### src/design/rv_pkg.sv
`default_nettype none

package rv_pkg;

    typedef logic [31:0] word_t;
    typedef logic [4:0]  reg_idx_t;

    // major opcodes of the supported subset
    typedef enum logic [6:0] {
        opc_op_imm = 7'b0010011,
        opc_op     = 7'b0110011,
        opc_lui    = 7'b0110111,
        opc_load   = 7'b0000011,
        opc_store  = 7'b0100011,
        opc_branch = 7'b1100011,
        opc_jal    = 7'b1101111
    } opcode_e;

    typedef enum logic [2:0] {
        alu_add,
        alu_sub,
        alu_and,
        alu_or,
        alu_xor,
        // lui result is the immediate itself
        alu_pass_b
    } alu_op_e;

    localparam logic [2:0] f3_add  = 3'b000;
    localparam logic [2:0] f3_xor  = 3'b100;
    localparam logic [2:0] f3_or   = 3'b110;
    localparam logic [2:0] f3_and  = 3'b111;
    localparam logic [2:0] f3_beq  = 3'b000;
    localparam logic [2:0] f3_bne  = 3'b001;
    // lw and sw
    localparam logic [2:0] f3_word = 3'b010;

endpackage

`default_nettype wire
### src/design/core_pkg.sv
`default_nettype none

package core_pkg;

    import rv_pkg::*;

    typedef enum logic [1:0] {
        ph_fetch,
        ph_exec,
        ph_mem
    } phase_e;

    typedef struct packed {
        reg_idx_t rs1;
        reg_idx_t rs2;
        reg_idx_t rd;
        logic     rd_we;
        alu_op_e  alu_op;
        logic     use_imm;
        word_t    imm;
        logic     is_load;
        logic     is_store;
        logic     is_branch;
        logic     branch_ne;
        logic     is_jal;
    } decoded_t;

endpackage

`default_nettype wire

### src/design/mem_bus_if.sv
`timescale 1ns/10ps
`default_nettype none

interface mem_bus_if import rv_pkg::*; ();

    logic  valid;
    logic  ready;
    logic  we;
    word_t addr;
    word_t wdata;
    word_t rdata;

    modport requester (
        output valid,
        output we,
        output addr,
        output wdata,
        input  ready,
        input  rdata
    );

    modport responder (
        input  valid,
        input  we,
        input  addr,
        input  wdata,
        output ready,
        output rdata
    );

endinterface

`default_nettype wire

### src/design/rv_core.sv
`timescale 1ns/10ps
`default_nettype none

module rv_core import rv_pkg::*; import core_pkg::*; #(
    parameter word_t reset_pc = '0
) (
    input  wire logic inst_selfdefine,
    input  wire logic reset,
    output logic      mem_valid,
    input  wire logic mem_ready,
    output logic      mem_we,
    output word_t     mem_addr,
    output word_t     mem_wdata,
    input  word_t     mem_rdata
);

    decoded_t dec;
    word_t    pc;
    word_t    instr;
    word_t    next_pc;
    word_t    rs1_data;
    word_t    rs2_data;
    word_t    load_data;
    logic     mem_start;
    logic     mem_done;
    logic     retire;
    logic     rf_we;
    reg_idx_t rf_rd;
    word_t    rf_data;

    mem_bus_if fetch_bus ();
    mem_bus_if data_bus ();

    fetch_unit #(
        .reset_pc (reset_pc)
    ) u_fetch_unit (
        .inst_selfdefine (inst_selfdefine),
        .reset           (reset),
        .fetch_bus       (fetch_bus.requester),
        .dec             (dec),
        .next_pc         (next_pc),
        .mem_done        (mem_done),
        .pc              (pc),
        .instr           (instr),
        .mem_start       (mem_start),
        .retire          (retire)
    );

    decoder u_decoder (
        .instr (instr),
        .dec   (dec)
    );

    regfile u_regfile (
        .inst_selfdefine (inst_selfdefine),
        .reset           (reset),
        .rs1             (dec.rs1),
        .rs2             (dec.rs2),
        .rs1_data        (rs1_data),
        .rs2_data        (rs2_data),
        .we              (rf_we),
        .rd              (rf_rd),
        .rd_data         (rf_data)
    );

    exec_unit u_exec_unit (
        .dec       (dec),
        .pc        (pc),
        .rs1_data  (rs1_data),
        .rs2_data  (rs2_data),
        .load_data (load_data),
        .retire    (retire),
        .next_pc   (next_pc),
        .rf_we     (rf_we),
        .rf_rd     (rf_rd),
        .rf_data   (rf_data)
    );

    lsu u_lsu (
        .inst_selfdefine (inst_selfdefine),
        .reset           (reset),
        .dec             (dec),
        .rs1_data        (rs1_data),
        .rs2_data        (rs2_data),
        .mem_start       (mem_start),
        .data_bus        (data_bus.requester),
        .mem_done        (mem_done),
        .load_data       (load_data)
    );

    bus_arbiter u_bus_arbiter (
        .inst_selfdefine (inst_selfdefine),
        .reset           (reset),
        .fetch_bus       (fetch_bus.responder),
        .data_bus        (data_bus.responder),
        .mem_valid       (mem_valid),
        .mem_ready       (mem_ready),
        .mem_we          (mem_we),
        .mem_addr        (mem_addr),
        .mem_wdata       (mem_wdata),
        .mem_rdata       (mem_rdata)
    );

endmodule

`default_nettype wire

### src/design/bus_arbiter.sv
`timescale 1ns/10ps
`default_nettype none

module bus_arbiter import rv_pkg::*; (
    input  wire logic    inst_selfdefine,
    input  wire logic    reset,
    mem_bus_if.responder fetch_bus,
    mem_bus_if.responder data_bus,
    output logic         mem_valid,
    input  wire logic    mem_ready,
    output logic         mem_we,
    output word_t        mem_addr,
    output word_t        mem_wdata,
    input  word_t        mem_rdata
);

    logic busy;
    logic grant_data;
    logic sel_data;

    // locked owner while open, otherwise data side wins
    assign sel_data = busy ? grant_data : data_bus.valid;

    always_ff @(posedge inst_selfdefine) begin
        if (reset) begin
            busy       <= 1'b0;
            grant_data <= 1'b0;
        end else if (!busy) begin
            if (mem_valid && !mem_ready) begin
                busy       <= 1'b1;
                grant_data <= sel_data;
            end
        end else if (mem_ready) begin
            busy <= 1'b0;
        end
    end

    assign mem_valid = sel_data ? data_bus.valid : fetch_bus.valid;
    assign mem_we    = sel_data ? data_bus.we    : fetch_bus.we;
    assign mem_addr  = sel_data ? data_bus.addr  : fetch_bus.addr;
    assign mem_wdata = sel_data ? data_bus.wdata : fetch_bus.wdata;

    assign fetch_bus.ready = mem_ready & ~sel_data;
    assign data_bus.ready  = mem_ready & sel_data;
    assign fetch_bus.rdata = mem_rdata;
    assign data_bus.rdata  = mem_rdata;

endmodule

`default_nettype wire

### src/design/lsu.sv
`timescale 1ns/10ps
`default_nettype none

module lsu import rv_pkg::*; import core_pkg::*; (
    input  wire logic    inst_selfdefine,
    input  wire logic    reset,
    input  decoded_t     dec,
    input  word_t        rs1_data,
    input  word_t        rs2_data,
    input  wire logic    mem_start,
    mem_bus_if.requester data_bus,
    output logic         mem_done,
    output word_t        load_data
);

    logic  req_valid;
    logic  req_we;
    word_t req_addr;
    word_t req_wdata;
    word_t eff_addr;

    assign eff_addr = rs1_data + dec.imm;

    always_ff @(posedge inst_selfdefine) begin
        if (reset) begin
            req_valid <= 1'b0;
            req_we    <= 1'b0;
        end else if (mem_start) begin
            req_valid <= 1'b1;
            req_we    <= dec.is_store;
        end else if (data_bus.ready) begin
            req_valid <= 1'b0;
        end
    end

    // word access only, low bits dropped
    always_ff @(posedge inst_selfdefine) begin
        if (mem_start) begin
            req_addr  <= {eff_addr[31:2], 2'b00};
            req_wdata <= rs2_data;
        end
    end

    assign data_bus.valid = req_valid;
    assign data_bus.we    = req_we;
    assign data_bus.addr  = req_addr;
    assign data_bus.wdata = req_wdata;

    assign mem_done  = req_valid & data_bus.ready;
    assign load_data = data_bus.rdata;

endmodule

`default_nettype wire

### src/design/regfile.sv
`timescale 1ns/10ps
`default_nettype none

module regfile import rv_pkg::*; (
    input  wire logic inst_selfdefine,
    input  wire logic reset,
    input  reg_idx_t  rs1,
    input  reg_idx_t  rs2,
    output word_t     rs1_data,
    output word_t     rs2_data,
    input  wire logic we,
    input  reg_idx_t  rd,
    input  word_t     rd_data
);

    word_t regs [32];

    always_ff @(posedge inst_selfdefine) begin
        if (reset) begin
            for (int i = 0; i < 32; i++) begin
                regs[i] <= '0;
            end
        end else if (we && rd != '0) begin
            regs[rd] <= rd_data;
        end
    end

    assign rs1_data = (rs1 == '0) ? '0 : regs[rs1];
    assign rs2_data = (rs2 == '0) ? '0 : regs[rs2];

endmodule

`default_nettype wire

### src/design/exec_unit.sv
`timescale 1ns/10ps
`default_nettype none

module exec_unit import rv_pkg::*; import core_pkg::*; (
    input  decoded_t  dec,
    input  word_t     pc,
    input  word_t     rs1_data,
    input  word_t     rs2_data,
    input  word_t     load_data,
    input  wire logic retire,
    output word_t     next_pc,
    output logic      rf_we,
    output reg_idx_t  rf_rd,
    output word_t     rf_data
);

    word_t op_b;
    word_t alu_res;
    word_t pc_plus4;
    logic  taken;

    assign op_b     = dec.use_imm ? dec.imm : rs2_data;
    assign pc_plus4 = pc + 32'd4;

    always_comb begin
        case (dec.alu_op)
            alu_sub: alu_res = rs1_data - op_b;
            alu_and: alu_res = rs1_data & op_b;
            alu_or:  alu_res = rs1_data | op_b;
            alu_xor: alu_res = rs1_data ^ op_b;
            alu_pass_b: alu_res = op_b;
            default: alu_res = rs1_data + op_b;
        endcase
    end

    // bne inverts the equality test
    assign taken   = dec.is_jal | (dec.is_branch & ((rs1_data == rs2_data) ^ dec.branch_ne));
    assign next_pc = taken ? pc + dec.imm : pc_plus4;

    assign rf_we   = retire & dec.rd_we;
    assign rf_rd   = dec.rd;
    assign rf_data = dec.is_jal ? pc_plus4 : (dec.is_load ? load_data : alu_res);

endmodule

`default_nettype wire

### src/design/decoder.sv
`timescale 1ns/10ps
`default_nettype none

module decoder import rv_pkg::*; import core_pkg::*; (
    input  word_t    instr,
    output decoded_t dec
);

    opcode_e    opc;
    logic [2:0] funct3;
    logic [6:0] funct7;
    word_t      imm_i;
    word_t      imm_s;
    word_t      imm_b;
    word_t      imm_u;
    word_t      imm_j;

    assign opc    = opcode_e'(instr[6:0]);
    assign funct3 = instr[14:12];
    assign funct7 = instr[31:25];

    assign imm_i = {{20{instr[31]}}, instr[31:20]};
    assign imm_s = {{20{instr[31]}}, instr[31:25], instr[11:7]};
    assign imm_b = {{19{instr[31]}}, instr[31], instr[7], instr[30:25], instr[11:8], 1'b0};
    assign imm_u = {instr[31:12], 12'b0};
    assign imm_j = {{11{instr[31]}}, instr[31], instr[19:12], instr[20], instr[30:21], 1'b0};

    always_comb begin
        dec        = '0;
        dec.rs1    = instr[19:15];
        dec.rs2    = instr[24:20];
        dec.rd     = instr[11:7];
        dec.alu_op = alu_add;
        case (opc)
            opc_op_imm: begin
                dec.use_imm = 1'b1;
                dec.imm     = imm_i;
                dec.rd_we   = 1'b1;
                case (funct3)
                    f3_add:  dec.alu_op = alu_add;
                    f3_xor:  dec.alu_op = alu_xor;
                    f3_or:   dec.alu_op = alu_or;
                    f3_and:  dec.alu_op = alu_and;
                    // shifts and slti fall through as no-ops
                    default: dec.rd_we  = 1'b0;
                endcase
            end
            opc_op: begin
                dec.rd_we = (funct7 == 7'b0000000);
                case (funct3)
                    f3_add: begin
                        dec.rd_we  = (funct7 == 7'b0000000) | (funct7 == 7'b0100000);
                        dec.alu_op = funct7[5] ? alu_sub : alu_add;
                    end
                    f3_xor:  dec.alu_op = alu_xor;
                    f3_or:   dec.alu_op = alu_or;
                    f3_and:  dec.alu_op = alu_and;
                    default: dec.rd_we  = 1'b0;
                endcase
            end
            opc_lui: begin
                dec.alu_op  = alu_pass_b;
                dec.use_imm = 1'b1;
                dec.imm     = imm_u;
                dec.rd_we   = 1'b1;
            end
            opc_load: begin
                dec.imm     = imm_i;
                dec.is_load = (funct3 == f3_word);
                dec.rd_we   = (funct3 == f3_word);
            end
            opc_store: begin
                dec.imm      = imm_s;
                dec.is_store = (funct3 == f3_word);
            end
            opc_branch: begin
                dec.imm       = imm_b;
                dec.is_branch = (funct3 == f3_beq) | (funct3 == f3_bne);
                dec.branch_ne = (funct3 == f3_bne);
            end
            opc_jal: begin
                dec.imm    = imm_j;
                dec.is_jal = 1'b1;
                dec.rd_we  = 1'b1;
            end
            default: ;
        endcase
        // x0 never written
        if (dec.rd == '0) begin
            dec.rd_we = 1'b0;
        end
    end

endmodule

`default_nettype wire

### src/design/fetch_unit.sv
`timescale 1ns/10ps
`default_nettype none

module fetch_unit import rv_pkg::*; import core_pkg::*; #(
    parameter word_t reset_pc = '0
) (
    input  wire logic     inst_selfdefine,
    input  wire logic     reset,
    mem_bus_if.requester  fetch_bus,
    input  decoded_t      dec,
    input  word_t         next_pc,
    input  wire logic     mem_done,
    output word_t         pc,
    output word_t         instr,
    output logic          mem_start,
    output logic          retire
);

    phase_e phase;
    logic   fetch_valid;
    logic   mem_op;

    assign mem_op = dec.is_load | dec.is_store;

    assign fetch_bus.valid = fetch_valid;
    assign fetch_bus.we    = 1'b0;
    assign fetch_bus.addr  = pc;
    assign fetch_bus.wdata = '0;

    assign mem_start = (phase == ph_exec) & mem_op;
    assign retire    = ((phase == ph_exec) & ~mem_op) | ((phase == ph_mem) & mem_done);

    always_ff @(posedge inst_selfdefine) begin
        if (reset) begin
            phase       <= ph_fetch;
            fetch_valid <= 1'b0;
            pc          <= reset_pc;
        end else begin
            case (phase)
                ph_fetch: begin
                    // first request after reset
                    if (!fetch_valid) begin
                        fetch_valid <= 1'b1;
                    end else if (fetch_bus.ready) begin
                        fetch_valid <= 1'b0;
                        phase       <= ph_exec;
                    end
                end
                ph_exec: begin
                    if (mem_op) begin
                        phase <= ph_mem;
                    end else begin
                        phase       <= ph_fetch;
                        fetch_valid <= 1'b1;
                    end
                end
                default: begin
                    if (mem_done) begin
                        phase       <= ph_fetch;
                        fetch_valid <= 1'b1;
                    end
                end
            endcase
            if (retire) begin
                pc <= next_pc;
            end
        end
    end

    always_ff @(posedge inst_selfdefine) begin
        if (phase == ph_fetch && fetch_bus.ready) begin
            instr <= fetch_bus.rdata;
        end
    end

endmodule

`default_nettype wire

### config.mk
export PLATFORM = sky130hd
export DESIGN_NAME = rv_core
export DESIGN_NICKNAME = d
export VERILOG_FILES = /design/src/design/rv_pkg.sv /design/src/design/core_pkg.sv /design/src/design/mem_bus_if.sv /design/src/design/rv_core.sv /design/src/design/bus_arbiter.sv /design/src/design/lsu.sv /design/src/design/regfile.sv /design/src/design/exec_unit.sv /design/src/design/decoder.sv /design/src/design/fetch_unit.sv
export SDC_FILE = /design/constraint.sdc
export NUM_CORES = 2
export LEC_CHECK = 0
export BUFFER_PORTS_ARGS = -buffer_cell sky130_fd_sc_hd__buf_2
export CAP_MARGIN = 20
export CORE_ASPECT_RATIO = 0.5
export CORE_MARGIN = 1.5
export CORE_UTILIZATION = 65
export CTS_BUF_LIST = sky130_fd_sc_hd__clkbuf_4
export CTS_CLUSTER_DIAMETER = 80
export DETAILED_ROUTE_END_ITERATION = 7
export HOLD_SLACK_MARGIN = 0.05
export MAX_ROUTING_LAYER = met4
export PLACE_DENSITY = 0.82
export SLEW_MARGIN = 20
export SYNTH_ARGS = -nofsm -noshare
export SYNTH_HDL_FRONTEND = slang
export SYNTH_SLANG_ARGS = --single-unit
### constraint.sdc
create_clock -name inst_selfdefine -period 16.6 [get_ports inst_selfdefine]
set_input_delay 0.83 -clock inst_selfdefine [delete_from_list [all_inputs] [get_ports inst_selfdefine]]
set_output_delay 0.83 -clock inst_selfdefine [all_outputs]
set_load 0.05 [all_outputs]
==> results.toml <==
[run_status]
status = "complete, but fails checks"
violated_checks = "design-rule violations"

[synthesis]
synth_sequential_area_ratio = 0.514
post_synth_top_flop = "edfxtp_1"
ys_types = 100
synth.ff_latch_count = 1167
yosysWarnings = 0
avgSynthCellArea_um2 = 12.7
synth_async_sr_flop_share = 0
post_synth_inst_count = 5294
syn_area_um2 = 67200
synth_enable_flop_cells = 1118

[placement]
placed_cells_incl_taps = 6494
dp_slack_ns = 7.60
io_buffers = 100
routabilityCongestion = 1.03
dp_hpwl_um = 159000

[setup_path]
setup.reg_to_reg.worst_slack_ns = 7.14
endpoint_kind = "flip-flop"
critPathArrivalTime_ns = 10.40
critPathRequiredTime_ns = 17.53
worstSetupPathType = "flip-flop to flip-flop"
cp_max_fo = 40
worstReg2RegEnd = "u_regfile.regs[4][28]$_SDFFCE_PN0P_"
startpoint_type = "flip-flop"
r2r.worst_path.cells = 25

[routing]
wire_per_inst_um = 34.6
dr_total_vias = 52900
finalWirelength_um = 242000
vias_per_cell = 7.58
detailedRoute.firstIterationViolations = 10900
drc_errors = 11
ant_nets = 0
drt_first_pass_iters = 8

[global_routing]
grt_pass1_vias = 50500
grt_antenna_before_repair = 12
grt_max_degree = 120
met1_usage = 0.583
met2_usage = 0.639
grt_busiest_layer = "met2"
first_pass_grt_wire_length_um = 341000
grt_util_all_layers = 0.470
groute.layer.met3.usage = 0.239
globalRouteOverflowTotal = 0

[final_layout]
area_delta_synth_final_pct = 7.85
post_layout_nonfiller_instances = 6981
multiInputGateArea_um2 = 30100
seq_area_um2 = 34600
final.fill_count = 6579
drive_above_1_share = 0.252
nets = 5645

[power_and_ir_drop]
total_leakage_power_nw = 26.9
power_per_cell_area_nw_per_um2 = 120
power.ir.vdd_worst_mv = 0.117

[sta]
setup_viol_count_final = 0
fin_skew_ns = 0.133
timing.hold.ws_ns = 0.320
final_layout_setup_total_negative_slack_ns = 0
timing.final.ws_setup_ns = 7.14
max_slew_margin = 0.145
highest_clock_rate_mhz = 106
rsz_0062_raised_after_global_routing = "no"
period_needed_ns = 9.46
timing_max_transition_violations_final = 0
worst-slew-pin-transition_ns = 1.27
timing.final.crit_share = 0.570
hold_viol = 0

[hold_path]
hold_end = "u_fetch_unit.instr[0]$_DFFE_PP_"
hold_path_depth = 2
worst_hold_startpoint = "mem_rdata[0]"
worstHoldPathType = "input port to flip-flop"

[floorplanning]
io_pins = 101
die-width_um = 458
starting_density = 0.655
die_y_um = 230
die_footprint_um2 = 105000
num_rows = 83
core_area_um2 = 103000

[clocking]
worst_skew_pair.late_latency_ns = 1.32
clkSlewWorstSetupHoldPaths_ns = 0.07
cts-resized-gates = 0
root_buffer_cell = "clkbuf_4"
holdBufCountCts = 34
cts_max_level = 5
postCtsSetupBuffers = 0
clock_path_buffers = 4
numClockSinks = 1167
tritoncts = "yes"
cts-buffers-inserted = 280

[run]
max_cap_violations = 0
## report_power, final
group	switching [mW]	leakage, nW	internal, mW	total (mW)
combinational	2.08	13.1	0.825	2.91
sequential	0.0963	11.8	3.33	3.42
clock	1.20	1.97	1.16	2.36
## flip-flops by register name, summed over array words and instances, names as in the netlist, named ones only
register / flops
u_fetch_unit.fetch_bus.addr: 32
u_fetch_unit.phase: 2
u_lsu.data_bus.wdata: 32
u_lsu.data_bus.valid: 1
u_bus_arbiter.busy: 1
u_lsu.data_bus.addr: 30
u_bus_arbiter.grant_data: 1
u_lsu.data_bus.we: 1
u_fetch_unit.fetch_bus.valid: 1
u_regfile.regs: 1024
u_fetch_unit.instr: 32
## metrics by stage
stage                util  total power [mW]  area (µm²)
floorplan               -              5.20       67300
global placement    0.670              6.12       68600
detailed placement  0.671              6.18       68800
CTS                 0.706              8.46       72400
global route        0.707              8.85       72400
finish              0.707              8.69       72400
## critical path: stages, from the launching register on
cell and delay, ns:
dfxtp_4 0.56, buf_4 0.72, buf_4 0.75, nand4b_1 0.79, o22ai_1 0.60, nor3_1 0.09
o2111ai_1 0.46, o21ai_0 0.31, nor3_1 0.56, nand3_1 0.21, o31ai_1 0.37, xnor2_1 0.13
ha_1 0.42, a21oi_1 0.19, nor2b_1 0.06, o21ai_0 0.19, nand2b_1 0.11, a22o_1 0.27
o2111ai_1 0.36, a31oi_1 0.23, o31a_1 0.35, o21a_1 0.20, or3_1 0.32, a21boi_2 0.29
buf_4 0.40, nor3_1 0.11
## cells in the mapped netlist (20+ instances only)
master    instances  share of area
ha_1            158          0.029
a21oi_1         144          0.011
nand2_1         256          0.014
nor2_2           30         0.0028
xnor2_1         120          0.016
nand3_1          50         0.0037
mux2_2           66          0.011
inv_1           126         0.0070
a31oi_1          23         0.0021
buf_2            60         0.0045
nor3_1          132         0.0098
a21o_1           47         0.0053
buf_6            41         0.0069
nor2b_1          62         0.0058
a211oi_1         58         0.0065
a22oi_1          42         0.0047
mux4_2          517           0.17
nand2b_1         21         0.0020
and2_1           21         0.0020
buf_4            27         0.0030
mux2i_1         113          0.017
o21ai_0         135          0.010
dfxtp_1          49          0.015
or3_1            20         0.0019
o22ai_1          76         0.0071
edfxtp_1       1118           0.50
nor2_1         1079          0.060
clkbuf_1        311          0.017
xor2_1           47         0.0061
and3_1           27         0.0025
## final cells by class
cell class	count	share of cell area
flip-flops and latches	1167	0.477
multi-input cells	3565	0.416
clock buffers	407	0.0422
repair buffers	307	0.0313
well taps	1360	0.0235
inverters	129	0.00668
clock inverters	28	0.00259
diodes	18	0.000622
## placed cells by master, fill, tap and decap left out, drive strengths merged, types with 48 or more instances in the layout
master and n:
a21o 48, buf 273, mux2 67, nand2 256
a211oi 58, o21ai 155, a21oi 144, o22ai 76
dfxtp 49, nor2b 62, xnor2 120, clkbuf 407
mux2i 114, nor3 134, nand3 50, mux4 524
edfxtp 1118, inv 133, ha 158, nor2 1109
## how the worst max path moves through the flow
stage | from | to
2_1_floorplan | flip-flop | u_regfile.regs[2][29]$_SDFFCE_PN0P_
3_3_place_gp | flip-flop | u_regfile.regs[25][28]$_SDFFCE_PN0P_
3_5_place_dp | flip-flop | u_regfile.regs[23][30]$_SDFFCE_PN0P_
4_1_cts | flip-flop | u_regfile.regs[4][28]$_SDFFCE_PN0P_
5_1_grt | flip-flop | u_regfile.regs[4][28]$_SDFFCE_PN0P_
6_report | flip-flop | u_regfile.regs[4][28]$_SDFFCE_PN0P_
## layer usage
metal | wire length [µm] | share of wire
met5 | 0 | 0
met4 | 13900 | 0.058
met3 | 50500 | 0.21
met2 | 100000 | 0.42
met1 | 76700 | 0.32
## cells by family after synthesis
group | after synthesis | share of synthesized area
buffers and inverters | 593 | 0.0434
AND/OR/NAND/NOR | 1782 | 0.115
adder cells (fa/ha/maj) | 160 | 0.0300
XOR/XNOR | 167 | 0.0218
AO/OA/AOI/OAI | 719 | 0.0710
flip-flops | 1167 | 0.514
other | 1 | 0.0000558
multiplexers | 705 | 0.205
Note: power is estimated with default switching activity, not from simulation.
